--- config.mk ---
export PLATFORM = sky130hd
export DESIGN_NAME = memArbiter
export DESIGN_NICKNAME = d
export VERILOG_FILES = /design/src/logic/procPkg.sv /design/src/logic/memArbiter.sv
export SDC_FILE = /design/constraint.sdc
export NUM_CORES = 1
export LEC_CHECK = 0
export ABC_AREA = 1
export BUFFER_PORTS_ARGS = -buffer_cell sky130_fd_sc_hd__buf_4
export CORE_AREA = 5 5 54 56
export CTS_BUF_LIST = sky130_fd_sc_hd__clkbuf_8
export DETAILED_ROUTE_END_ITERATION = 10
export DIE_AREA = 0 0 59 61
export GPL_TIMING_DRIVEN = 0
export PLACE_DENSITY_LB_ADDON = 0.1
export SYNTH_ARGS = -nofsm -noshare
export SYNTH_HDL_FRONTEND = slang
export SYNTH_SLANG_ARGS = --single-unit
--- constraint.sdc ---
create_clock -name clk -period 0.8 [get_ports clk]
set_input_delay 0.12 -clock clk [delete_from_list [all_inputs] [get_ports clk]]
set_output_delay 0.12 -clock clk [all_outputs]
set_load 0.03 [all_outputs]
--- src/logic/procPkg.sv ---
// Shared types, instruction field positions and widths for the 16-bit multi-cycle core
package procPkg;

   localparam int wordWidth = 16;
   localparam int regSel = 3;

   // Lowest bit of each instruction field
   localparam int opLo = 11;    // opcode in 15:11
   localparam int rsLo = 8;     // rs in 10:8 for I-format, R-format, branches and LBI
   localparam int iRdLo = 5;    // I-format rd in 7:5
   localparam int rtLo = 5;     // R-format rt in 7:5
   localparam int rRdLo = 2;    // R-format rd in 4:2

   // Immediates all start at bit 0
   localparam int imm5Bits = 5;
   localparam int imm8Bits = 8;    // BEQZ, BNEZ and LBI, signed
   localparam int imm11Bits = 11;  // J, signed

   // Any other 5-bit value in 15:11 is illegal
   typedef enum logic [4:0] {
      HALT = 5'b00000,
      J    = 5'b00100,
      ADDI = 5'b01000,
      SUBI = 5'b01001,
      XORI = 5'b01010,
      BEQZ = 5'b01100,
      BNEZ = 5'b01101,
      ST   = 5'b10000,
      LD   = 5'b10001,
      LBI  = 5'b11000,
      ADD  = 5'b11011,
      SUB  = 5'b11100,
      XOR  = 5'b11101
   } opcodeT;

   typedef enum logic [2:0] {
      sIdle,
      sDecode,
      sExecute,
      sMemory,
      sWriteback,
      sHalt
   } ctrlStateT;

   typedef enum logic [1:0] {
      aluAdd,
      aluSub,
      aluXor
   } aluOpT;

endpackage

--- src/logic/memArbiter.sv ---
// Fixed-priority arbiter giving loader, data port and fetch access to the memory
`timescale 1ns/1ns
module memArbiter import procPkg::*; #(
   parameter int memWords = 256,
   localparam int addrBits = $clog2(memWords)
) (
   input  logic                 clk,
   input  logic                 reset,
   input  logic                 loadReq,
   input  logic [wordWidth-1:0] loadAddr,
   input  logic [wordWidth-1:0] loadData,
   output logic                 loadGnt,
   input  logic                 dataReq,
   input  logic                 dataWe,
   input  logic [wordWidth-1:0] dataAddr,
   input  logic [wordWidth-1:0] dataWdata,
   output logic                 dataGnt,
   output logic                 dataRdValid,
   input  logic                 fetchReq,
   input  logic [wordWidth-1:0] fetchAddr,
   output logic                 fetchGnt,
   output logic                 fetchRdValid,
   output logic                 memEn,
   output logic                 memWe,
   output logic [addrBits-1:0]  memAddr,
   output logic [wordWidth-1:0] memWdata
);

   // Loader first, then data, then fetch
   always_comb begin
      loadGnt = loadReq;
      dataGnt = dataReq && !loadReq;
      fetchGnt = fetchReq && !loadReq && !dataReq;
      memEn = loadReq || dataReq || fetchReq;
      memWe = loadReq || (dataGnt && dataWe);
      // Byte address to word index
      if (loadReq) begin
         memAddr = loadAddr[addrBits:1];
         memWdata = loadData;
      end else if (dataReq) begin
         memAddr = dataAddr[addrBits:1];
         memWdata = dataWdata;
      end else begin
         memAddr = fetchAddr[addrBits:1];
         memWdata = '0;
      end
   end

   // Steer next cycle's read data to whoever was granted the read
   always_ff @(posedge clk) begin
      if (reset) begin
         dataRdValid <= 1'b0;
         fetchRdValid <= 1'b0;
      end else begin
         dataRdValid <= dataGnt && !dataWe;
         fetchRdValid <= fetchGnt;
      end
   end

endmodule

# --- Yosys cells after proc, flatten, opt, wreduce, memory -nomap -nowiden ---
# Cells that the tools add are included.
classes:
  reduce_logical: 11
  addsub: 0
  bitwise: 0
  n_lt_le_gt_ge: 0
  n_eq_ne: 0
  n_shift: 0
  n_div: 0
  n_mul: 0
  mux: 4
op_table:
  columns: ["operator", "count"]
  rows:
  - ["two-way mux 16 bit", 2]
  - ["two-way mux 8 bit", 2]
  - ["logical AND 1 bit", 5]
  - ["zero test 1 bit", 3]
  - ["logical OR 1 bit", 3]
totals:
  elab_cells: 17
  mem_bits_ro: 0
  latch_bits: 0
  out_inout_bits: 31
  register_bits: 2
  ramBits: 0
  memories: 0
  in_bits: 86

# --- Depth between registers and ports, before layout ---
logic_depth:
  word_depth: 4
  mapped_depth: 5
  depth_no_buf: 3

# --- Worst setup path after synthesis ---
# No wires, ideal clock.
synth_path:
  kind: "input-to-output"
  startpoint: "input port loadReq"
  endpoint: "output port memWdata[0]"
  n_path_buf: 2
  path_slack_ns: -0.378
  required_time_ns: 0.680
  cell_stages: 3
  arrival_time_ns: 1.058
  cell_sequence: "buf_6 > buf_6 > o21ai_0"
synth_via:
  elab_chain_len: 1
synth_lines:
  columns: ["element", "line_no", "text"]
  rows:
  - ["start, declared", "memArbiter.sv:9", "input logic loadReq,"]
  - ["two-way mux 16 bit", "memArbiter.sv:37", "if (loadReq) begin"]
  - ["end, declared", "memArbiter.sv:26", "output logic [wordWidth-1:0] memWdata"]
# No other way between the ends.

# --- Final worst setup path ---
layout_path:
  startpoint: "input port loadReq"
  endpoint: "output port memAddr[2]"
layout_via:
  elab_chain_len: 1
layout_lines:
  columns: ["element", "line_no", "text"]
  rows:
  - ["two-way mux 8 bit", "memArbiter.sv:37", null]
  - ["end, declared", "memArbiter.sv:25", "output logic [addrBits-1:0] memAddr,"]
# No other way between the ends.

==> results.py <==
metrics = {
    "status": {
        "outcome": "finished with violations",
        "violations": "setup timing",
    },
    "grt": {
        "grt-ovfl-total": 0,
        "grt_pass1_wl_mm": 5.20,
        "grt_pass1_vias": 1185,
        "grt.total_usage_pct": 18.7,
        "grt_max_degree": 12,
        "antenna_found_initial": 0,
    },
    "floorplan": {
        "fp.dieArea_sq_um": 3600,
        "rows": 18,
        "num_io_pins": 117,
        "core-area_sq_um": 2390,
        "die-height_microns": 61,
        "initial_utilization_pct": 23.8,
        "die_w_microns": 59,
    },
    "cts": {
        "htreeDepth": 1,
        "ctsRootBufferMaster": "clkbuf_8",
        "cts_tree": "built",
        "clkTransAtPathRegs_ns": 0.03,
        "ctsHoldBuffers": 0,
        "cts_sinks": 2,
        "cts_buffer_depth": 2,
        "cts_buffers": 3,
    },
    "sta": {
        "tns_ns": -0.362,
        "rsz0062_at_grt": "true",
        "setup_ws_ns": -0.0571,
        "worst_pin_slew_ns": 0.169,
        "relSlewSlack_pct": 88.7,
        "setup_violations": 16,
        "fin_crit_sh_pct": 107,
        "maxSlewViolCount": 0,
        "max_freq_mhz": 1170,
        "final_hold_viol_count": 0,
        "post-route-min-period_ns": 0.857,
        "hold_slack_ns": 0.0745,
    },
    "critical_path": {
        "end_kind": "output pin",
        "path_max_fanout": 5,
        "crit_chain": "buf_16 -> inv_6 -> buf_6 -> nand3_1 -> nand3_2 -> buf_6",
        "critPathMostFrequentCell": "buf_6",
        "crit_family": "buffers and inverters",
        "crit_path_max_incr_delay_ns": 0.13,
        "cp.arrival_ns": 0.74,
        "slowest_stage": "buf_16",
        "path_buf_inv": 4,
        "cp.required_ns": 0.68,
        "crit_path_start_kind": "input pin",
        "criticalPathCategory": "input pin to output pin",
    },
    "synth": {
        "synthTopCellsByArea": "nand2_1 34%, nand3_1 14%, buf_6 7.9%, dfxtp_1 7.0%, o21ai_1 7.0%",
        "synth_edf_count": 0,
        "synth.ff_latch_count": 2,
        "syn-num-nets": 191,
        "synth.cell_area_sq_um": 569,
        "synthFlopType": "dfxtp_1",
        "synth_most_common_cell": "nand2_1",
        "syn_inst": 105,
        "ys_seq_area_share_pct": 7.03,
        "avgSynthCellArea_sq_um": 5.42,
        "synth_top_area_share_pct": 34.3,
        "async_reset_ff_share_pct": 0,
        "synthDistinctLibCells": 17,
        "ys_top_cells_by_count": "52 x nand2_1, 16 x nand3_1, 8 x o21ai_1, 6 x o21ai_0",
        "yosysWarnings": 0,
        "synth_area_leader_cell": "nand2_1",
    },
    "worst_hold_path": {
        "hp-class": "input pin to flop",
    },
    "route": {
        "final_antenna_net_count": 0,
        "wl_mm": 3.54,
        "drtIter0Drc": 43,
        "via_per_inst": 4.79,
        "vias": 1136,
        "drt_pass1_iterations": 4,
        "detail_route.wl_per_cell_microns": 15.0,
        "drc": 0,
    },
    "finish": {
        "antenna_cells": 0,
        "final_cell_area_sq_um": 1980,
        "instances_no_fill": 237,
        "nets": 295,
        "drive_gt1_share_pct": 81.6,
        "nFillCells": 146,
        "syn_to_final_growth_pct": 249,
        "final_util_pct": 83.1,
    },
    "placed_design": {
        "routabilityCongestion": 0.741,
        "placedInstanceArea_sq_um": 1430,
        "place_inst": 225,
        "numPortBuffers": 90,
        "place_ws_ns": -0.147,
        "dp_hpwl_mm": 2.31,
    },
    "job": {
        "cap_violations": 0,
    },
    "power": {
        "power.density_nw_per_um2": 918,
        "switching_share_pct": 39.2,
        "p_leak_nw": 1.00,
        "p_sw_mw": 0.714,
        "p_comb_share_pct": 72.1,
        "p_seq_share_pct": 5.7,
        "vdd_drop_max_mv": 0.940,
        "fin_total_pwr_mw": 1.82,
        "p_clk_share_pct": 22.2,
        "cellInternalPower_mw": 1.11,
    },
}
cell type report:
| cell class | count | area [sq um] | area share (%) |
|---|---|---|---|
| plain buffers | 10 | 175 | 8.83 |
| clock buffers | 3 | 41.3 | 2.08 |
| inverters | 4 | 20.0 | 1.01 |
| multi-input cells | 90 | 711 | 35.8 |
| flip-flops and latches | 2 | 40.0 | 2.02 |
| well taps | 30 | 37.5 | 1.89 |
| repair buffers | 98 | 960 | 48.4 |
power groups by stage:
stage / Clock [mW] / Combinational, mW / Sequential [mW]
floorplan: 0 / 0.547 / 0.111
global placement: 0 / 0.971 / 0.105
detailed placement: 0 / 0.984 / 0.105
CTS: 0.410 / 1.21 / 0.104
global route: 0.419 / 1.39 / 0.104
finish: 0.404 / 1.31 / 0.104
final timing paths:
check	depth (start not counted)	from	to	slack, ns
max	6	loadReq	memAddr[2]	-0.06
min	2	dataWe	dataRdValid$_SDFF_PP0_	0.07
kinds of logic (layout without fill, tap and decap cells):
family                 Yosys count  after routing  synth area share, %
and+or+nand+nor                 73             74                 55.6
AOI/OAI and AO/OA               16             16                 15.4
buffers and inverters           14            115                 22.0
DFF                              2              2                 7.03
sequential cells by signal, summed over array words and instances (netlist names):
signal,count
fetchRdValid,1
dataRdValid,1
what timing repair did:
item	in CTS	in global routing
buffers inserted	0	1
gates cloned	6	2
endpoints found under the hold margin	0	0
pin swaps	10	17
resized for setup	57	33
endpoints found under the setup margin	25	26
placed cells by master (no fill, tap or decap):
master	Yosys	routed
nor3_1	1	1
clkbuf_8	0	3
nor3_2	1	1
nor2_4	1	2
inv_6	0	1
buf_16	0	6
nand2_2	0	12
clkbuf_16	0	2
nand2_1	52	32
nand3_1	16	1
nand2_4	1	9
o21ai_2	2	7
nor2_2	0	1
buf_6	4	29
o21ai_4	0	9
buf_8	1	3
buf_4	4	65
nand3_4	0	1
dfxtp_1	2	2
inv_1	3	2
nand3_2	0	14
buf_12	1	3
inv_2	1	1
routing by layer:
layer / share of wire, % / wire length [microns] / global-route usage (%) / vias to the layer above
li1: - / - / - / 549
met1: 32 / 1130 / 19.2 / 510
met2: 55 / 1940 / 37.7 / 71
met3: 12 / 440 / 4.68 / 6
met4: 1.1 / 40 / 3.88 / 0
met5: 0 / 0 / 0 / -
(Power assumes the default switching activity.)
