`src/logic/procPkg.sv`:
```
// Shared types, instruction field positions and widths for the 16-bit multi-cycle core
package procPkg;

   localparam int wordWidth = 16;
   localparam int regSel = 3;

   // Lowest bit of each instruction field
   localparam int opLo = 11;    // opcode in 15:11
   localparam int rsLo = 8;     // rs in 10:8 for I-format, R-format, branches and LBI
   localparam int iRdLo = 5;    // I-format rd in 7:5
   localparam int rtLo = 5;     // R-format rt in 7:5
   localparam int rRdLo = 2;    // R-format rd in 4:2

   // Immediates all start at bit 0
   localparam int imm5Bits = 5;
   localparam int imm8Bits = 8;    // BEQZ, BNEZ and LBI, signed
   localparam int imm11Bits = 11;  // J, signed

   // Any other 5-bit value in 15:11 is illegal
   typedef enum logic [4:0] {
      HALT = 5'b00000,
      J    = 5'b00100,
      ADDI = 5'b01000,
      SUBI = 5'b01001,
      XORI = 5'b01010,
      BEQZ = 5'b01100,
      BNEZ = 5'b01101,
      ST   = 5'b10000,
      LD   = 5'b10001,
      LBI  = 5'b11000,
      ADD  = 5'b11011,
      SUB  = 5'b11100,
      XOR  = 5'b11101
   } opcodeT;

   typedef enum logic [2:0] {
      sIdle,
      sDecode,
      sExecute,
      sMemory,
      sWriteback,
      sHalt
   } ctrlStateT;

   typedef enum logic [1:0] {
      aluAdd,
      aluSub,
      aluXor
   } aluOpT;

endpackage

```
`src/logic/fetch.sv`:
```
// Fetch unit holding the program counter and a one-entry prefetch buffer
`timescale 1ns/1ns
module fetch import procPkg::*; (
   input  logic                 clk,
   input  logic                 reset,
   input  logic                 run,
   output logic                 fetchReq,
   output logic [wordWidth-1:0] fetchAddr,
   input  logic                 fetchGnt,
   input  logic                 fetchRdValid,
   input  logic [wordWidth-1:0] rdata,
   input  logic                 instrTake,
   input  logic                 redirect,
   input  logic [wordWidth-1:0] redirectPc,
   output logic                 instrValid,
   output logic [wordWidth-1:0] instr,
   output logic [wordWidth-1:0] pcNext
);

   logic [wordWidth-1:0] pc;
   logic bufValid;
   logic stale;
   logic liveRet;

   assign liveRet = fetchRdValid && !stale;
   // At most one word buffered or on its way
   assign fetchReq = run && (!bufValid || instrTake) && !liveRet;
   assign fetchAddr = pc;
   assign instrValid = bufValid;

   always_ff @(posedge clk) begin
      if (reset) begin
         pc <= '0;
         bufValid <= 1'b0;
         stale <= 1'b0;
      end else begin
         // A read granted during a redirect brings back the wrong word
         stale <= fetchGnt && redirect;
         if (redirect) begin
            pc <= redirectPc;
         end else if (fetchGnt) begin
            pc <= pc + wordWidth'(2);
         end
         if (redirect) begin
            bufValid <= 1'b0;
         end else if (liveRet) begin
            bufValid <= 1'b1;
         end else if (instrTake) begin
            bufValid <= 1'b0;
         end
      end
   end

   // PC has already moved past the returning word
   always_ff @(posedge clk) begin
      if (liveRet) begin
         instr <= rdata;
         pcNext <= pc;
      end
   end

endmodule

```
`config.mk`:
```
export PLATFORM = sky130hd
export DESIGN_NAME = fetch
export DESIGN_NICKNAME = d
export VERILOG_FILES = /design/src/logic/procPkg.sv /design/src/logic/fetch.sv
export SDC_FILE = /design/constraint.sdc
export NUM_CORES = 1
export LEC_CHECK = 0
export BUFFER_PORTS_ARGS = -buffer_cell sky130_fd_sc_hd__buf_2
export CAP_MARGIN = 20
export CORE_UTILIZATION = 45
export CTS_CLUSTER_SIZE = 14
export DETAILED_ROUTE_END_ITERATION = 10
export GPL_ROUTABILITY_DRIVEN = 0
export GPL_TIMING_DRIVEN = 0
export PLACE_DENSITY_LB_ADDON = 0.3
export SLEW_MARGIN = 20
export SYNTH_ARGS = -nofsm -noshare
export SYNTH_HDL_FRONTEND = slang
export SYNTH_SLANG_ARGS = --single-unit
export TNS_END_PERCENT = 20
```
`constraint.sdc`:
```
create_clock -name clk -period 4.9 [get_ports clk]
set_clock_uncertainty 0.15 [all_clocks]
set_input_delay 1.225 -clock clk [delete_from_list [all_inputs] [get_ports clk]]
set_output_delay 1.225 -clock clk [all_outputs]
set_load 0.1 [all_outputs]
```
## Word-level counts from Yosys, hierarchy flattened

Cells that the tools add are included.

- Magnitude comparators: 0
- Reductions and logical operators: 11
- Bitwise operators: 0
- Add/subtract/negate cells: 1
- Multiply operators: 0
- Equality and inequality tests: 0
- Muxes and demuxes: 4
- Shift operators: 0
- Div/mod/pow operators: 0

Operator list:

| cell | count |
|---|---|
| 2-to-1 mux 16 bit | 2 |
| adder 16 x 2 -> 16 bit, second input constant | 1 |
| logical AND 1 bit | 4 |
| nonzero test 2 bit | 2 |
| zero test 1 bit | 3 |
| 2-to-1 mux 1 bit | 2 |
| OR reduction 2 bit | 1 |
| logical OR 1 bit | 1 |

- Logic and storage cells: 21
- Bits in latches: 0
- Bits in writable memories: 0
- Memories: 0
- Output and inout port bits: 50
- ROM bits: 0
- Bits in registers: 50
- Input bits: 39

## Logic depth before layout (Yosys ltp)

- Depth in word-level cells: 4
- Depth in mapped cells: 5
- Gate-level depth less buffers: 5

## Worst setup path after synthesis

No wires, ideal clock.

- Path kind: input to output
- Start point: input fetchRdValid
- End point: output fetchReq
- Stages: 3
- Data required time: 3525 ps
- Path buffers: 0
- Data arrival time: 3388 ps
- Setup slack: 137 ps
- Path through: nor2b_1 > a21oi_1 > and2_1

- Cells in the longest elaborated chain, start to end: 3

Ends and longest elaborated chain:

| element | RTL line | RTL |
|---|---|---|
| from (decl) | fetch.sv:10 | `input logic fetchRdValid,` |
| logical AND 1 bit | fetch.sv:25 | `assign liveRet = fetchRdValid && !stale;` |
| zero test 1 bit | fetch.sv:27 | `assign fetchReq = run && (!bufValid \|\| instrTake) && !liveRet;` |
| logical AND 1 bit | fetch.sv:27 |  |
| to (decl) | fetch.sv:7 | `output logic fetchReq,` |

Every way passes these cells.

## Worst setup path after layout

- Start point: input fetchRdValid
- End point: output fetchReq

- Cells in the longest elaborated chain, start to end: 3

Ends and longest elaborated chain:

| element | RTL line | RTL |
|---|---|---|
| logical AND 1 bit | fetch.sv:25 |  |
| net liveRet | fetch.sv:23 | `logic liveRet;` |
| zero test 1 bit | fetch.sv:27 |  |
| logical AND 1 bit | fetch.sv:27 |  |

The timed path passes the listed nets, and every way through them passes these cells.

==> metrics.md <==
| Metric | Value |
|---|---|
| Initial DRC count | between 80 and 90 |
| Routed WL | 3935 um |
| Pre-antenna DRT Iters | 4 |
| Largest family of logic cells by synthesized area | simple AND/OR/NAND/NOR gates |
| Finished Cell Area | between 0.002 and 0.003 mm2 |
| Post-Syn Area | ~0.0020 mm2 |
| Largest net degree at the start of global routing | 18 |
| H-tree levels | 2 |
| Leakage power | ~1.2 nW |
| Grt ovf | 0 |
| Hold WS | 0.3169 ns |
| Critical path data required time | around 3.5 ns |
| Core Box Area | 0.004115 mm2 |
| CP Capture Type | output port |
| Drt drc | 0 |
| Post-synth cell types | 29 |
| Leading area contributor after synthesis | edfxtp_1 |
| Synthesized area per cell | around 13 um2 |
| Startpoint type of the worst setup path | primary input |
| Reg-to-Reg End | fetchAddr[15] |
| Worst hold stages | 0 |
| First-pass GRT wire length | between 5000 and 6000 um |
| Met2 usage | 28.31% |
| Mux share of post-synthesis cell area | under 10% |
| Post-CTS Setup Bufs | 0 |
| Post-synth top area share | 48.42% |
| Post-Route Utilization | a little over three fifths |
| CP arrival | approximately 2.5 ns |
| Worst reg2reg startpoint | fetchAddr[1] |
| Synth Net Count | between 150 and 200 |
| Die width | around 68 um |
| Post-Synth Simple-Gate Area | around 14% |
| Register clock-pin slew on the reported worst setup and hold paths | ~0.08 ns |
| Final ANT Viol Nets | 0 |
| Sequential fraction of the synthesis area | about two thirds |
| Worst hold path class | register to register |
| TritonCTS Sinks | 50 |
| Post-Synth XOR/XNOR Area | roughly 5% |
| CTS Buf Count | 5 |
| Worst hold start | fetchAddr[0] |
| Post-Place Setup Slack | about 1.0 ns |
| Die height | 68.41 um |
| Routed len/inst | between 10 and 15 um |
| Initial Util | about half |
| Total number of vias | 1442 |
| RSZ-0062 raised after global routing | false |
| Area Growth Syn to Fin | 30.83% |
| Area share of fa/ha/maj cells after synthesis | 0.6305% |
| Final period utilization | 79.15% |
| Tmin final | about 3.9 ns |
| Grt peak-use layer | met2 |
| Final net count | 283 |
| Setup TNS | 0 ns |
| Total track usage | 17.27% |
| DP Cell Count | between 200 and 300 |
| Outcome | finished clean |
| Ant diodes | 0 |
| Cells after Synth | roughly 150 |
| Rel. slew slack | ~64% |
| TritonCTS clock tree | done |
| CTS resizes | 0 |
| Hold worst-path end | pcNext[0] |
| Vias in the first global route | between 1000 and 1500 |
| Final Hold Fails | 0 |
| R2R cell count | 5 |
| Post-layout total power | 1.002 mW |
| I/O pin count | 89 |
| Kind of critical path | primary input to output port |
| Worst-Skew Late Latency | roughly 0.3 ns |
| Clock Tree Root | clkbuf_8 |
| Cts-stage hold buffer count | 0 |
| Max Clk Rate | roughly 260 MHz |
| Row count | 23 |
| Synthesis-stage register bit count | 50 |
| I/O Buffers | 86 |
| Area contributors post-synth | edfxtp_1, dfxtp_1, a21oi_1 |
| Endpoints failing setup | 0 |
| Flop2flop setup slack | between 3 and 4 ns |
| Max clock buf depth | 2 |
| Met1 Use GR | between 20% and 30% |
| Initial antenna violation count | 0 |
| Synth warn | 0 |
| M3 GR Usage | ~4.7% |
| Via density | a little under 5 |
| VDD IR max | ~180 uV |
| Final HPWL DP | approximately 2900 um |
| Crit path max fanout | 17 |
| Worst Tran Pin Value | 0.5360 ns |
| Die area | 0.004679 mm2 |
| Pins over their slew limit | 0 |
| Non-Filler Instances | 293 |
| Max-cap violations | 0 |
| Placed Area | 0.002512 mm2 |
| Final worst slack | slightly above 1 ns |
| Compound-gate portion of the synthesized area | around 7.6% |
| Pwr per Cell Area | roughly 390 mW/mm2 |
| Share of post-route cells with drive strength above 1 | 43.62% |
## flip-flops by register name, summed over array words and instances, names as in the netlist
signal and cells:
instrValid 1, pcNext 16, instr 16, fetchAddr 16
stale 1
## metal layers
metal  vias up  part of all wire [%]
li1        720                     -
met3         6                   8.8
met4         0                   1.4
met2        71                    45
met1       645                    44
met5         -                     0
## critical path, stage by stage
cell,delay (ns)
buf_2,0.07
nor2b_4,0.47
buf_16,0.23
a21oi_1,0.06
and2_1,0.15
buf_2,0.28
## area by class of cell
| type | instances | area, um2 |
|---|---|---|
| Multi-Input combinational cell | 82 | 596.8 |
| Buffer | 6 | 32.53 |
| Timing Repair Buffer | 87 | 457.9 |
| Tap cell | 50 | 62.56 |
| Inverter | 11 | 41.29 |
| Clock inverter | 2 | 15.01 |
| Sequential cell | 50 | 1321 |
| Fill cell | 343 | 1519 |
| Clock buffer | 5 | 68.82 |
## layout by cell type, fill, tap and decap left out, drive strengths merged, types with 6 or more instances in the layout
cell type / count
nor3: 7
a21oi: 11
o21a: 7
nand2: 6
clkbuf: 8
dfxtp: 18
buf: 90
inv: 11
xnor2: 6
edfxtp: 32
nor2: 9
## where the power goes
part	total, mW	internal, mW	switching, mW
combinational	0.278	0.0473	0.231
clock	0.228	0.0976	0.131
sequential	0.495	0.477	0.0177
## synth_stat cells
library cell and n:
nor4_1 2, xnor2_1 6, nor4_2 1, clkbuf_1 3, ha_1 1, or3_1 1
nand3_2 1, buf_6 1, and2_1 1, buf_2 2, nand3_1 3, nor3_1 7
nand2_1 6, nand4_1 3, o21a_1 7, mux2i_1 5, a21oi_1 11, edfxtp_1 32
a2111oi_2 2, nand4_4 1, a21o_1 1, nor4_4 2, xor2_1 5, nor2b_1 5
o21ai_0 1, nor2_1 9, dfxtp_1 18, nand4_2 1, inv_1 11
## worst max-delay path by stage
stage | from | cells past startpoint | to
global placement | fetchRdValid | 5 | fetchReq
floorplan | fetchRdValid | 3 | fetchReq
CTS | fetchRdValid | 6 | fetchReq
global route | fetchRdValid | 6 | fetchReq
finish | fetchRdValid | 6 | fetchReq
detailed placement | fetchRdValid | 6 | fetchReq
## logic make-up (layout without fill, tap and decap cells)
logic type	after synthesis	after routing
compound gates	22	22
flops	50	50
simple gates	43	43
mux	5	5
fa+ha+maj	1	1
buf+inv	17	111
xor+xnor	11	11
Note: power is estimated with default switching activity, not from simulation.
