==> config.mk <==
export PLATFORM = sky130hd
export DESIGN_NAME = memStage
export DESIGN_NICKNAME = d
export VERILOG_FILES = /design/src/logic/procPkg.sv /design/src/logic/memStage.sv
export SDC_FILE = /design/constraint.sdc
export NUM_CORES = 1
export LEC_CHECK = 0
export BUFFER_PORTS_ARGS = -buffer_cell sky130_fd_sc_hd__buf_2
export CORE_MARGIN = 5
export CORE_UTILIZATION = 35
export CTS_CLUSTER_DIAMETER = 150
export DETAILED_ROUTE_END_ITERATION = 7
export PLACE_DENSITY = 0.83
export SLEW_MARGIN = 5
export SYNTH_ARGS = -nofsm -noshare
export SYNTH_HDL_FRONTEND = slang
export SYNTH_SLANG_ARGS = --single-unit
==> constraint.sdc <==
create_clock -name clk -period 1.35 [get_ports clk]
set_input_delay 0.135 -clock clk [delete_from_list [all_inputs] [get_ports clk]]
set_output_delay 0.135 -clock clk [all_outputs]
set_load 0.05 [all_outputs]
==> src/logic/procPkg.sv <==
// Shared types, instruction field positions and widths for the 16-bit multi-cycle core
package procPkg;

   localparam int wordWidth = 16;
   localparam int regSel = 3;

   // Lowest bit of each instruction field
   localparam int opLo = 11;    // opcode in 15:11
   localparam int rsLo = 8;     // rs in 10:8 for I-format, R-format, branches and LBI
   localparam int iRdLo = 5;    // I-format rd in 7:5
   localparam int rtLo = 5;     // R-format rt in 7:5
   localparam int rRdLo = 2;    // R-format rd in 4:2

   // Immediates all start at bit 0
   localparam int imm5Bits = 5;
   localparam int imm8Bits = 8;    // BEQZ, BNEZ and LBI, signed
   localparam int imm11Bits = 11;  // J, signed

   // Any other 5-bit value in 15:11 is illegal
   typedef enum logic [4:0] {
      HALT = 5'b00000,
      J    = 5'b00100,
      ADDI = 5'b01000,
      SUBI = 5'b01001,
      XORI = 5'b01010,
      BEQZ = 5'b01100,
      BNEZ = 5'b01101,
      ST   = 5'b10000,
      LD   = 5'b10001,
      LBI  = 5'b11000,
      ADD  = 5'b11011,
      SUB  = 5'b11100,
      XOR  = 5'b11101
   } opcodeT;

   typedef enum logic [2:0] {
      sIdle,
      sDecode,
      sExecute,
      sMemory,
      sWriteback,
      sHalt
   } ctrlStateT;

   typedef enum logic [1:0] {
      aluAdd,
      aluSub,
      aluXor
   } aluOpT;

endpackage

==> src/logic/memStage.sv <==
// Memory stage issuing load and store requests and picking the writeback value
`timescale 1ns/1ns
module memStage import procPkg::*; (
   input  logic                 clk,
   input  logic                 reset,
   input  logic                 memStart,
   input  logic                 isLoad,
   input  logic                 isStore,
   input  logic [wordWidth-1:0] addr,
   input  logic [wordWidth-1:0] storeData,
   input  logic [wordWidth-1:0] aluResult,
   output logic                 dataReq,
   output logic                 dataWe,
   output logic [wordWidth-1:0] dataAddr,
   output logic [wordWidth-1:0] dataWdata,
   input  logic                 dataGnt,
   input  logic                 dataRdValid,
   input  logic [wordWidth-1:0] rdata,
   output logic                 memDone,
   output logic [wordWidth-1:0] wbValue,
   output logic                 stValid,
   output logic [wordWidth-1:0] stAddr,
   output logic [wordWidth-1:0] stData
);

   logic busy;
   logic [wordWidth-1:0] loadWord;

   // Operands stay stable from decode until writeback, so the request holds
   assign dataReq = busy;
   assign dataWe = isStore;
   assign dataAddr = addr;
   assign dataWdata = storeData;

   // Stores finish at the grant, loads when the data comes back
   assign stValid = dataGnt && isStore;
   assign stAddr = addr;
   assign stData = storeData;
   assign memDone = stValid || dataRdValid;
   assign wbValue = isLoad ? loadWord : aluResult;

   always_ff @(posedge clk) begin
      if (reset) begin
         busy <= 1'b0;
      end else if (memStart) begin
         busy <= 1'b1;
      end else if (dataGnt) begin
         busy <= 1'b0;
      end
   end

   always_ff @(posedge clk) begin
      if (dataRdValid) begin
         loadWord <= rdata;
      end
   end

endmodule

Yosys cells after proc, flatten, opt, wreduce, memory -nomap -nowiden

Cells that the tools add are included.

Muxes and demuxes: 3
Reductions and logical operators: 3

Operators by type and width:

| kind               | count |
|---|---|
| 16-bit 2-to-1 mux  | 1 |
| 1-bit 2-to-1 mux   | 2 |
| 2-bit nonzero test | 1 |
| 1-bit logical AND  | 1 |
| 1-bit logical OR   | 1 |

Output and inout bits: 84
Register bits: 17
Word-level logic and storage cells: 8

Logic depth before layout (Yosys ltp)

Depth in word-level cells: 2
Mapped depth: 3
Gate-level depth less buffers: 2

Worst setup path before layout

Ideal clock, no wire load.

Path kind: input port to output port
Start point: input isStore
End point: output memDone
Data arrival time: 0.927 ns
Slack: 0.288 ns
Required time: 1.215 ns
Stages: 2
Path buffers: 0
Path through: and2_1 -> or2_2

Cells in the longest elaborated chain, start to end: 2

RTL lines:

| item              | RTL line       | RTL |
|---|---|---|
| start, declared   | memStage.sv:8  | `input logic isStore,` |
| 1-bit logical AND | memStage.sv:36 | `assign stValid = dataGnt && isStore;` |
| 1-bit logical OR  | memStage.sv:39 | `assign memDone = stValid \|\| dataRdValid;` |
| end, declared     | memStage.sv:19 | `output logic memDone,` |

Every way passes these cells.

Final worst setup path

Start point: register loadWord[1]
End point: output wbValue[1]

Cells in the longest elaborated chain, start to end: 1

RTL lines:

| item                   | RTL line       | RTL |
|---|---|---|
| start, declared        | memStage.sv:27 | `logic [wordWidth-1:0] loadWord;` |
| start signal, assigned | memStage.sv:54 | `loadWord <= rdata;` |
| 16-bit 2-to-1 mux      | memStage.sv:40 | `assign wbValue = isLoad ? loadWord : aluResult;` |
| end, declared          | memStage.sv:20 | `output logic [wordWidth-1:0] wbValue,` |

Every way passes these cells.

==> flow_metrics.env <==
export IMPL_syn_instance_count=105
export IMPL_hold_path_depth=1
export IMPL_setup_violations=0
export IMPL_groute_layer_met1_usage_pct=8.63
export IMPL_timing_hold_worst_class="in -> reg"
export IMPL_synth_compound_gate_area_share_pct=0.396
export IMPL_nets=179
export IMPL_drt_wirelength_per_cell_um=16.4
export IMPL_timing_rr_end="dataReq"
export IMPL_final_min_period_over_clock_period_pct=96.0
export IMPL_cts_tree="yes"
export IMPL_initial_core_util_pct=37.0
export IMPL_syn_to_final_growth_pct=-5.04
export IMPL_die_h_um=70.1
export IMPL_final_hold_worst_slack_ns=0.0160
export IMPL_setup_tns_ns=0
export IMPL_totalWireLength_um=2510
export IMPL_core_area_um2=3420
export IMPL_met2_usage_pct=16.1
export IMPL_syn_num_nets=176
export IMPL_ir_worst_vdd_uv=587
export IMPL_die_area_um2=4920
export IMPL_power_density_nw_per_um2=1080
export IMPL_drtPass1Iterations=3
export IMPL_r2r_slack_ns=0.75
export IMPL_rsz0062_at_grt="no"
export IMPL_r2r_cells=2
export IMPL_antenna_left=0
export IMPL_timing_clock_skew_ns=0
export IMPL_adder_and_majority_gate_portion_of_the_synthesized_area_pct=0
export IMPL_required_ns=1.22
export IMPL_syn_avg_cell_area_um2=12.0
export IMPL_fin_crit_ns=1.30
export IMPL_hold_path_startpoint="rdata[5]"
export IMPL_antenna_found_initial=0
export IMPL_hold_viol=0
export IMPL_drv_cap=0
export IMPL_maxSlewHeadroom_pct=82.0
export IMPL_busiest_metal_layer_after_global_routing="met2"
export IMPL_grtUsageMet3_pct=5.88
export IMPL_first_global_vias=709
export IMPL_clock_sink_count=17
export IMPL_antennaDiodeCount=0
export IMPL_yosys_area_share_simple_pct=1.48
export IMPL_average_via_count_per_standard_cell=4.12
export IMPL_gp_congestion=0.769
export IMPL_run_status="completed"
export IMPL_fillerInstances=357
export IMPL_grt_overflow_total=0
export IMPL_synth_mux_area_share_pct=17.2
export IMPL_yosysWarnings=0
export IMPL_std_cell_rows=21
export IMPL_register_bit_count_reported_by_yosys=17
export IMPL_worst_path_max_fanout=1
export IMPL_timing_max_transition_violations_final=0
export IMPL_io_pin_count=155
export IMPL_seq_area_frac_synth_pct=39.6
export IMPL_cts_buffer_depth=2
export IMPL_fin_total_pwr_w=0.00130
export IMPL_synth_xor_xnor_area_share_pct=0
export IMPL_floorplan_die_width_um=70.1
export IMPL_cts_reportedPaths_clkPinSlew_ns=0.10
export IMPL_multiInputGateArea_um2=241
export IMPL_cts_buffers=3
export IMPL_netlist_cell_type_count=12
export IMPL_root_buffer="sky130_fd_sc_hd__clkbuf_4"
export IMPL_hold_end="loadWord[5]"
export IMPL_static_leakage_power_nw=0.568
export IMPL_worst_r2r_startpoint="dataReq"
export IMPL_worstSkewPairLatency_ns=0.29
export IMPL_drive_above_1_share_pct=75.7
export IMPL_timing_worst_setup_path_type="reg -> out"
export IMPL_global_route_wire_length_before_repair_um=3770
export IMPL_cp_arrival_ns=1.16
export IMPL_syn_area_um2=1260
export IMPL_track_usage_pct=9.83
export IMPL_timing_critical_path_from_type="flop"
export IMPL_first_iter_violations=9
export IMPL_detailed_place_hpwl_um=2130
export IMPL_grt_max_degree=17
export IMPL_portBuffers=58
export IMPL_main_combinational_cell_family_by_area_after_synthesis="buffers and inverters"
export IMPL_cts_repair_timing_setup_buffer_count=0
export IMPL_post_route_drc_count=0
export IMPL_detailroute_via_count=631
export IMPL_area_occupied_by_registers_um2=500
export IMPL_htreeDepth=1
export IMPL_max_slew_worst_pin_slew_ns=0.272
export IMPL_critical_path_endpoint_type="output pin"
export IMPL_max_clock_freq_mhz=772
-- per-layer routing --
metal  part of all wire [%]  routed length [um]
met2                     51                1290
met3                     14                 346
met1                     30                 746
met4                    5.0                 125
met5                      0                   0
-- critical path: stages (launching register included) --
cell and delay [ns]:
sky130_fd_sc_hd__edfxtp_1 0.39, sky130_fd_sc_hd__mux2_2 0.27, sky130_fd_sc_hd__buf_2 0.21
-- synthesized netlist by cell type --
master	instances	share of area (%)
sky130_fd_sc_hd__nand2b_1	1	0.49
sky130_fd_sc_hd__buf_6	1	0.89
sky130_fd_sc_hd__inv_1	1	0.30
sky130_fd_sc_hd__buf_12	1	1.6
sky130_fd_sc_hd__buf_4	65	39
sky130_fd_sc_hd__or2_2	1	0.49
sky130_fd_sc_hd__a21oi_1	1	0.40
sky130_fd_sc_hd__edfxtp_1	16	38
sky130_fd_sc_hd__and2_1	1	0.49
sky130_fd_sc_hd__mux2_2	6	5.3
sky130_fd_sc_hd__mux2_4	10	12
sky130_fd_sc_hd__dfxtp_1	1	1.6
-- placed cells by master, fill, tap and decap left out --
master	count
sky130_fd_sc_hd__a21oi_1	1
sky130_fd_sc_hd__and2_1	1
sky130_fd_sc_hd__buf_12	1
sky130_fd_sc_hd__buf_2	57
sky130_fd_sc_hd__buf_4	2
sky130_fd_sc_hd__clkbuf_4	3
sky130_fd_sc_hd__clkinv_2	1
sky130_fd_sc_hd__dfxtp_1	1
sky130_fd_sc_hd__dlygate4sd3_1	5
sky130_fd_sc_hd__edfxtp_1	16
sky130_fd_sc_hd__inv_1	1
sky130_fd_sc_hd__mux2_2	6
sky130_fd_sc_hd__mux2_4	10
sky130_fd_sc_hd__nand2b_1	1
sky130_fd_sc_hd__or2_2	1
-- sequential cells by signal, summed over array words and instances, names as in the netlist --
register  flops
loadWord     16
dataReq       1
-- worst max path at each step --
stage / cells past startpoint / to / start / slack (ns)
after CTS: 2 / wbValue[0] / loadWord[0] / 0.03
final: 2 / wbValue[1] / loadWord[1] / 0.05
after global placement: 4 / wbValue[14] / isLoad / 0.27
after detailed placement: 4 / wbValue[1] / isLoad / 0.25
after floorplan: 2 / memDone / isStore / 0.29
after global routing: 2 / wbValue[1] / loadWord[1] / 0.009
-- area by class of cell --
type                            count  share of cell area (%)
Clock buffer                        3                    1.88
Inverter                            1                   0.313
Tap cell                           46                    4.79
Timing Repair Buffer               65                    30.8
Sequential cell                    17                    41.7
Multi-Input combinational cell     20                    20.1
Clock inverter                      1                   0.417
-- report_power, final --
| group | switching, W | internal (W) |
|---|---|---|
| registers | 0.0000119 | 0.000621 |
| logic | 0.000254 | 0.000148 |
| clock network | 0.000153 | 0.000110 |
| total | 0.000419 | 0.000879 |
-- cells by family (layout without fill, tap and decap cells) --
group,count (synthesis),after routing
AND/OR/NAND/NOR,3,3
multiplexers,16,16
buffers and inverters,68,70
AO/OA/AOI/OAI,1,1
flip-flops,17,17
-- per-stage QoR --
| stage | utilization (%) | std cells | setup slack, ns | area, um2 |
|---|---|---|---|---|
| 2_1_floorplan | - | 105 | 0.288 | 1260 |
| 3_3_place_gp | 32.8 | 144 | 0.274 | 1120 |
| 3_5_place_dp | 32.8 | 144 | 0.251 | 1120 |
| 4_1_cts | 33.9 | 149 | 0.0318 | 1160 |
| 5_1_grt | 35.2 | 153 | 0.00923 | 1200 |
| 6_report | 35.2 | 153 | 0.0545 | 1200 |
-- timing repair --
| item | 4_1_cts | 5_1_grt |
|---|---|---|
| hold endpoints to repair | 1 | 4 |
| setup endpoints to repair | 0 | 1 |
| hold buffers | 1 | 4 |
| gates resized for setup | 0 | 2 |
(Power assumes the default switching activity.)
