[config.mk]
export PLATFORM = sky130hd
export DESIGN_NAME = decode
export DESIGN_NICKNAME = d
export VERILOG_FILES = /design/src/logic/procPkg.sv /design/src/logic/decode.sv
export SDC_FILE = /design/constraint.sdc
export NUM_CORES = 1
export LEC_CHECK = 0
export BUFFER_PORTS_ARGS = -buffer_cell sky130_fd_sc_hd__buf_2
export CORE_MARGIN = 2
export CORE_UTILIZATION = 35
export DETAILED_ROUTE_END_ITERATION = 16
export SYNTH_ARGS = -nofsm -noshare
export SYNTH_HDL_FRONTEND = slang
export SYNTH_SLANG_ARGS = --single-unit
[constraint.sdc]
create_clock -name clk -period 2.9 [get_ports clk]
set_input_delay 0.29 -clock clk [delete_from_list [all_inputs] [get_ports clk]]
set_output_delay 0.29 -clock clk [all_outputs]
set_load 0.005 [all_outputs]
[src/logic/procPkg.sv]
// Shared types, instruction field positions and widths for the 16-bit multi-cycle core
package procPkg;

   localparam int wordWidth = 16;
   localparam int regSel = 3;

   // Lowest bit of each instruction field
   localparam int opLo = 11;    // opcode in 15:11
   localparam int rsLo = 8;     // rs in 10:8 for I-format, R-format, branches and LBI
   localparam int iRdLo = 5;    // I-format rd in 7:5
   localparam int rtLo = 5;     // R-format rt in 7:5
   localparam int rRdLo = 2;    // R-format rd in 4:2

   // Immediates all start at bit 0
   localparam int imm5Bits = 5;
   localparam int imm8Bits = 8;    // BEQZ, BNEZ and LBI, signed
   localparam int imm11Bits = 11;  // J, signed

   // Any other 5-bit value in 15:11 is illegal
   typedef enum logic [4:0] {
      HALT = 5'b00000,
      J    = 5'b00100,
      ADDI = 5'b01000,
      SUBI = 5'b01001,
      XORI = 5'b01010,
      BEQZ = 5'b01100,
      BNEZ = 5'b01101,
      ST   = 5'b10000,
      LD   = 5'b10001,
      LBI  = 5'b11000,
      ADD  = 5'b11011,
      SUB  = 5'b11100,
      XOR  = 5'b11101
   } opcodeT;

   typedef enum logic [2:0] {
      sIdle,
      sDecode,
      sExecute,
      sMemory,
      sWriteback,
      sHalt
   } ctrlStateT;

   typedef enum logic [1:0] {
      aluAdd,
      aluSub,
      aluXor
   } aluOpT;

endpackage

[src/logic/decode.sv]
// Instruction decode, register file and the controller FSM sequencing each instruction
`timescale 1ns/1ns
module decode import procPkg::*; (
   input  logic                 clk,
   input  logic                 reset,
   input  logic                 run,
   input  logic                 instrValid,
   input  logic [wordWidth-1:0] instr,
   input  logic [wordWidth-1:0] pcNext,
   output logic                 instrTake,
   output logic                 redirect,
   output logic [wordWidth-1:0] redirectPc,
   output logic [wordWidth-1:0] rsData,
   output logic [wordWidth-1:0] rtData,
   output aluOpT                aluOp,
   output logic [wordWidth-1:0] instrOut,
   output logic [wordWidth-1:0] pcOut,
   input  logic                 takeBranch,
   input  logic [wordWidth-1:0] target,
   input  logic [wordWidth-1:0] result,
   output logic                 memStart,
   output logic                 isLoad,
   output logic                 isStore,
   input  logic                 memDone,
   input  logic [wordWidth-1:0] wbValue,
   output logic                 wbValid,
   output logic [regSel-1:0]    wbReg,
   output logic [wordWidth-1:0] wbData,
   output logic                 halted,
   output logic                 err
);

   ctrlStateT state;
   logic [wordWidth-1:0] regs [2**regSel];
   logic [wordWidth-1:0] instrQ;
   logic [wordWidth-1:0] pcQ;
   opcodeT op;
   opcodeT inOp;
   logic inLegal;
   logic writesReg;

   assign op = opcodeT'(instrQ[opLo +: $bits(opcodeT)]);
   assign inOp = opcodeT'(instr[opLo +: $bits(opcodeT)]);

   assign instrTake = (state == sDecode) && instrValid;
   assign redirect = (state == sExecute) && takeBranch;
   assign redirectPc = target;
   assign rsData = regs[instrQ[rsLo +: regSel]];
   assign rtData = regs[instrQ[rtLo +: regSel]];
   assign instrOut = instrQ;
   assign pcOut = pcQ;
   assign wbValid = (state == sWriteback) && writesReg;
   // Memory stage value only matters for loads
   assign wbData = isLoad ? wbValue : result;
   assign halted = (state == sHalt);

   always_comb begin
      case (inOp)
         ADDI, SUBI, XORI, LD, ST, ADD, SUB, XOR, BEQZ, BNEZ, J, LBI, HALT: inLegal = 1'b1;
         default: inLegal = 1'b0;
      endcase
   end

   // Control for the latched instruction
   always_comb begin
      aluOp = aluAdd;
      isLoad = 1'b0;
      isStore = 1'b0;
      writesReg = 1'b1;
      wbReg = instrQ[iRdLo +: regSel];
      case (op)
         ADDI: aluOp = aluAdd;
         SUBI: aluOp = aluSub;
         XORI: aluOp = aluXor;
         LD: isLoad = 1'b1;
         ST: begin
            isStore = 1'b1;
            writesReg = 1'b0;
         end
         ADD: wbReg = instrQ[rRdLo +: regSel];
         SUB: begin
            aluOp = aluSub;
            wbReg = instrQ[rRdLo +: regSel];
         end
         XOR: begin
            aluOp = aluXor;
            wbReg = instrQ[rRdLo +: regSel];
         end
         LBI: wbReg = instrQ[rsLo +: regSel];
         default: writesReg = 1'b0;
      endcase
   end

   always_ff @(posedge clk) begin
      if (reset) begin
         state <= sIdle;
         memStart <= 1'b0;
         err <= 1'b0;
      end else begin
         memStart <= 1'b0;
         case (state)
            sIdle: if (run) state <= sDecode;
            sDecode: begin
               if (instrValid) begin
                  if (!inLegal) begin
                     state <= sHalt;
                     err <= 1'b1;
                  end else if (inOp == HALT) begin
                     state <= sHalt;
                  end else begin
                     state <= sExecute;
                  end
               end
            end
            sExecute: begin
               if (isLoad || isStore) begin
                  memStart <= 1'b1;
                  state <= sMemory;
               end else begin
                  state <= sWriteback;
               end
            end
            sMemory: if (memDone) state <= sWriteback;
            sWriteback: state <= sDecode;
            // sHalt holds until reset
            default: state <= sHalt;
         endcase
      end
   end

   always_ff @(posedge clk) begin
      if (instrTake) begin
         instrQ <= instr;
         pcQ <= pcNext;
      end
      if (wbValid) begin
         regs[wbReg] <= wbData;
      end
   end

endmodule

* Word-level counts from Yosys, hierarchy flattened
Memories as Yosys holds them, arrays and structs flattened. A register that Yosys moved wholly into a read port is not among the register bits.
Index checks and enable logic that the tools add are counted.
W data, S select, Z words.
** Operators by class
- Equality and inequality tests :: 17
- Bitwise gates (word level) :: 2
- Reduce and logical (&&, ||, !) cells :: 13
- Muxes and demuxes :: 18
** Operator list (number)
- $eq A5 B5 Y1 const B :: 6
- $mux W3 :: 8
- $mux W16 :: 1
- $eq A5 B4 Y1 const B :: 3
- $pmux W3 S5 :: 1
- $reduce_or A8 Y1 :: 1
- $eq A3 B2 Y1 const B :: 2
- $eq A3 B3 Y1 const B :: 2
- $mux W1 :: 6
- $ne A2 B2 Y1 const B :: 3
- $pmux W3 S2 :: 1
- $reduce_and A3 Y1 :: 2
- $reduce_or A2 Y1 :: 3
- $logic_not A5 Y1 :: 1
- $pmux W2 S2 :: 1
- $eq A3 B1 Y1 const B :: 1
- $logic_and A1 B1 Y1 :: 3
- $logic_not A3 Y1 :: 1
- $reduce_or A3 Y1 :: 1
- $not A1 Y1 :: 2
- $logic_or A1 B1 Y1 :: 1
** Storage, ports and cells
- Memory bits (writable) :: 128
- Bits of input ports :: 86
- ROM bits :: 32
- Output and inout port bits :: 109
- Logic and storage cells :: 57
- Register bits after elaboration :: 37
- Memories kept :: 2
** Memory list
- regs :: words 8, width 16, rd ports 2, clocked after Yosys merged registers in 2, wr ports 1, line decode.sv:34 : logic [wordWidth-1:0] regs [2**regSel];
- (name not given) :: words 32, width 1, rd ports 1, clocked after Yosys merged registers in 0, wr ports 0, line decode.sv:58 : case (inOp)

* Logic depth before layout (Yosys ltp)
- Depth after elaboration :: 6
- Mapped depth :: 7
- Gate-level depth less buffers :: 7

* Least setup slack after synthesis
Ideal clock, no wire load.
- Path type :: register -> register
- Start :: register instrQ[13], in the netlist instrOut[13]
- End :: memory regs[0][0], enable pin
- Data required time :: 2512 ps
- Arrival time :: 2264 ps
- Library setup time :: 388 ps
- Cell stages (with the launch flop) :: 6
- Path slack :: 247 ps
- Path through :: edfxtp_1 -> and3b_1 -> o211a_1 -> o211ai_1 -> or2_2 -> nor2_1
** On the way
- Elaborated cells between the ends (all ways) :: 15
** RTL lines
- start, declared :: line decode.sv:35 : logic [wordWidth-1:0] instrQ;
- start signal, assigned :: line decode.sv:133 : instrQ <= instr;
- $eq A5 B5 Y1 :: line decode.sv:71 : case (op)
- $reduce_or A3 Y1 (no source line)
- $pmux W3 S2 (*) :: line decode.sv:71
- net wbReg[1] :: line decode.sv:27 : output logic [regSel-1:0] wbReg,
- end, declared :: line decode.sv:34
The timed path passes the listed nets; every way through them passes the cells marked *.

* Final worst setup path
- Start :: register instrQ[14], in the netlist instrOut[14]
- End :: output port wbData[14]
** On the way
- Word-level cells in the longest chain between the ends :: 3
** RTL lines
- $eq A5 B5 Y1 :: line decode.sv:71
- $mux W1 :: line decode.sv:71
- $mux W16 :: line decode.sv:54 : assign wbData = isLoad ? wbValue : result;
- end, declared :: line decode.sv:28 : output logic [wordWidth-1:0] wbData,
No other way between the ends.

==> key figures <==
Worst setup path
  • Worst setup startpoint: instrOut[14]
  • Critical Path End Type: output pin
  • RR Startpoint: instrOut[12]
  • Critical path endpoint: wbData[14]
  • Reg2Reg Depth: 6
  • Reg2reg end: regs[2][3]
  • Worst path cell trace: nor4b_4, nand2_1, buf_4, mux2_2, buf_2
  • Slowest CP cell: edfxtp_1
  • Setup CP Type: reg2out
  • R2r setup slk: 340 ps
  • Critical Path Fanout Max: 13
  • CP Launch Type: flop
  • Worst endpoint required time: 2610 ps
  • Crit-path max cell delay: 600 ps
  • Crit path DAT: 2360 ps

Final layout
  • Final Net Count: 670
  • Fin area: 0.00966 mm^2
  • N_diodes: 0
  • Final core occ: 43.1%
  • Share of post-route cells with drive strength above 1: 58.8%
  • Synth-to-Final Area Change: 22.0%

Logic synthesis
  • Top cells by area, synth: edfxtp_1 61%, mux4_2 18%, mux2_2 7.5%
  • Synth async-reset ratio: 0%
  • Syn avg cell area: 18.9 um^2
  • Top-count cell post-synth: edfxtp_1
  • Synth Cell Area: 0.00792 mm^2
  • Synth area leader: edfxtp_1
  • Top cells by count, synth: 160 x edfxtp_1, 64 x mux4_2, 53 x mux2_2, 16 x buf_4, 14 x nor2_1
  • Syn_nets: 508
  • Synth Flop Type: edfxtp_1
  • Number of flops mapped to enable cells by yosys: 160
  • Post-synthesis sequential area ratio: 63.4%
  • YS warnings: 0
  • Synth Instances: 420
  • Yosys top cell area share: 60.7%
  • Synth unique cells: 47
  • Synthesis-stage register bit count: 171

STA
  • Tmin final: 2650 ps
  • Worst setup margin: 247 ps
  • Final setup violation count: 0
  • Slew Limit Fails: 0
  • Setup Skew: 9.65 ps
  • Fin. Hold Viols: 0
  • Slew margin rel.: 43.8%
  • Setup TNS: 0 ps
  • RSZ-0062 raised after global routing: false
  • Max Clock Freq: 377 MHz
  • Transition time of the tightest slew-check pin: 843 ps
  • Fin crit share: 91.5%

Clocking
  • Clk sinks: 171
  • H-tree levels: 4
  • Post-CTS Setup Bufs: 0
  • Clock Path Buffers: 2
  • CTS tree: built
  • TritonCTS buffer count: 17
  • # hold bufs at CTS: 0
  • Clock latency on the worst-skew pair: 420 ps
  • Cts repair resizes: 0
  • Clk slew on worst S/H paths: 70 ps
  • CTS root buf: clkbuf_16

Placement
  • Final HPWL DP: 13,100 um
  • Post-DP Area: 0.00911 mm^2
  • Pre-CTS setup slack: 357 ps
  • I/O Buffers: 162
  • GP Congestion: 0.859

GRT
  • First-pass GRT wire length: 28,700 um
  • Largest net degree at the start of global routing: 33
  • Antenna violations before repair: 0
  • Most crowded layer after global routing: met2
  • Total GRT Usage: 16.2%
  • Grt met3 use: 5.30%
  • GR Layer Usage met2: 27.2%
  • Met1 usage: 20.5%
  • Grt ovf: 0
  • Vias in the first global route: 4,981

Job
  • Number of max-cap violations: 0

Drt
  • DRT antenna net count: 0
  • Vias per cell: 5.29
  • DRT Pass-1 Iters: 5
  • Vias: 4,658
  • Wire length per cell: 21.5 um
  • DRC errors left: 0
  • 1st-iter DRT viols: 227
  • Final WL: 18,900 um

Floorplanning
  • Rows: 55
  • Die ar.: 0.0238 mm^2
  • Initial core utilization: 35.3%
  • # IOs: 195
  • Core area: 0.0224 mm^2
  • Die width: 154 um
  • Die height: 154 um

Power
  • P_leak: 3.45 nW
  • Overall power: 0.00596 W
  • PwrDens: 616 mW/mm^2
  • Worst VDD drop: 0.424 mV

Min path
  • Hold Crit Start: pcNext[9]
  • Hold Path Class: in2reg

Status
  • Run status: finished clean
## final cells by class
type | count | area, um^2
fillers | 2015 | 12800
flip-flops and latches | 171 | 5030
multi-input cells | 201 | 2650
repair buffers | 184 | 1050
clock buffers | 20 | 457
well taps | 285 | 357
clock inverters | 12 | 91.3
inverters | 7 | 26.3
## cell usage in the layout, fill, tap and decap left out, types with 3 or more instances in the layout
| cell | count |
|---|---|
| nor3b_1 | 3 |
| buf_2 | 162 |
| nor2_2 | 8 |
| inv_6 | 3 |
| buf_4 | 16 |
| clkinv_2 | 3 |
| dfxtp_1 | 9 |
| clkbuf_16 | 17 |
| edfxtp_1 | 160 |
| and2_1 | 3 |
| buf_12 | 6 |
| o21ai_0 | 4 |
| o211ai_1 | 3 |
| a21oi_1 | 3 |
| mux4_2 | 64 |
| nand2b_1 | 5 |
| inv_1 | 7 |
| a31oi_1 | 3 |
| nor2b_1 | 3 |
| nor2_1 | 6 |
| nand2_1 | 5 |
| clkinv_4 | 4 |
| nand3_1 | 4 |
| mux2_2 | 53 |
| o2111ai_1 | 3 |
## metal layers
layer / routed length [um] / share of wire, % / vias up
met5: 0 / 0 / -
li1: - / - / 2045
met3: 1420 / 7.5 / 25
met4: 194 / 1.0 / 0
met2: 9140 / 48 / 219
met1: 8140 / 43 / 2369
## how the worst min path moves through the flow
stage                        endpoint  slack, ps  cells past startpoint
final                        pcOut[9]         40                      1
after global routing         pcOut[3]         20                      1
after CTS                    pcOut[9]         20                      1
after detailed placement  instrOut[3]        470                      1
after global placement            err        460                      2
after floorplan                   err        360                      1
## cells by family after synthesis
family	Yosys count	synth area share, %
flip-flops	171	63.4
multiplexers	119	26.0
AND/OR/NAND/NOR	51	4.01
buffers and inverters	48	3.30
AO/OA/AOI/OAI	27	2.72
XOR/XNOR	2	0.221
adder cells (fa/ha/maj)	2	0.316
## metrics by stage
stage / hold WS, ps / cells
floorplan: 362 / 420
global placement: 457 / 848
detailed placement: 468 / 848
CTS: 24.2 / 880
global route: 15.1 / 880
finish: 40.7 / 880
## flip-flops by register name (all words and copies together), names as in the netlist, named ones only
name / cells
regs: 128
err: 1
memStart: 1
instrOut: 16
pcOut: 16
state: 3
## worst max-delay path, delay by kind of cell (launching register included)
kind,cells,cell delay [ps]
flops,1,600
simple gates,2,570
buf+inv,2,390
mux,1,380
## report_power, final
part / switching [W] / total (W) / internal [W]
clock network: 0.000936 / 0.00209 / 0.00115
logic: 0.000484 / 0.00103 / 0.000541
registers: 0.0000657 / 0.00284 / 0.00278
total: 0.00149 / 0.00596 / 0.00447
(Power assumes the default switching activity.)
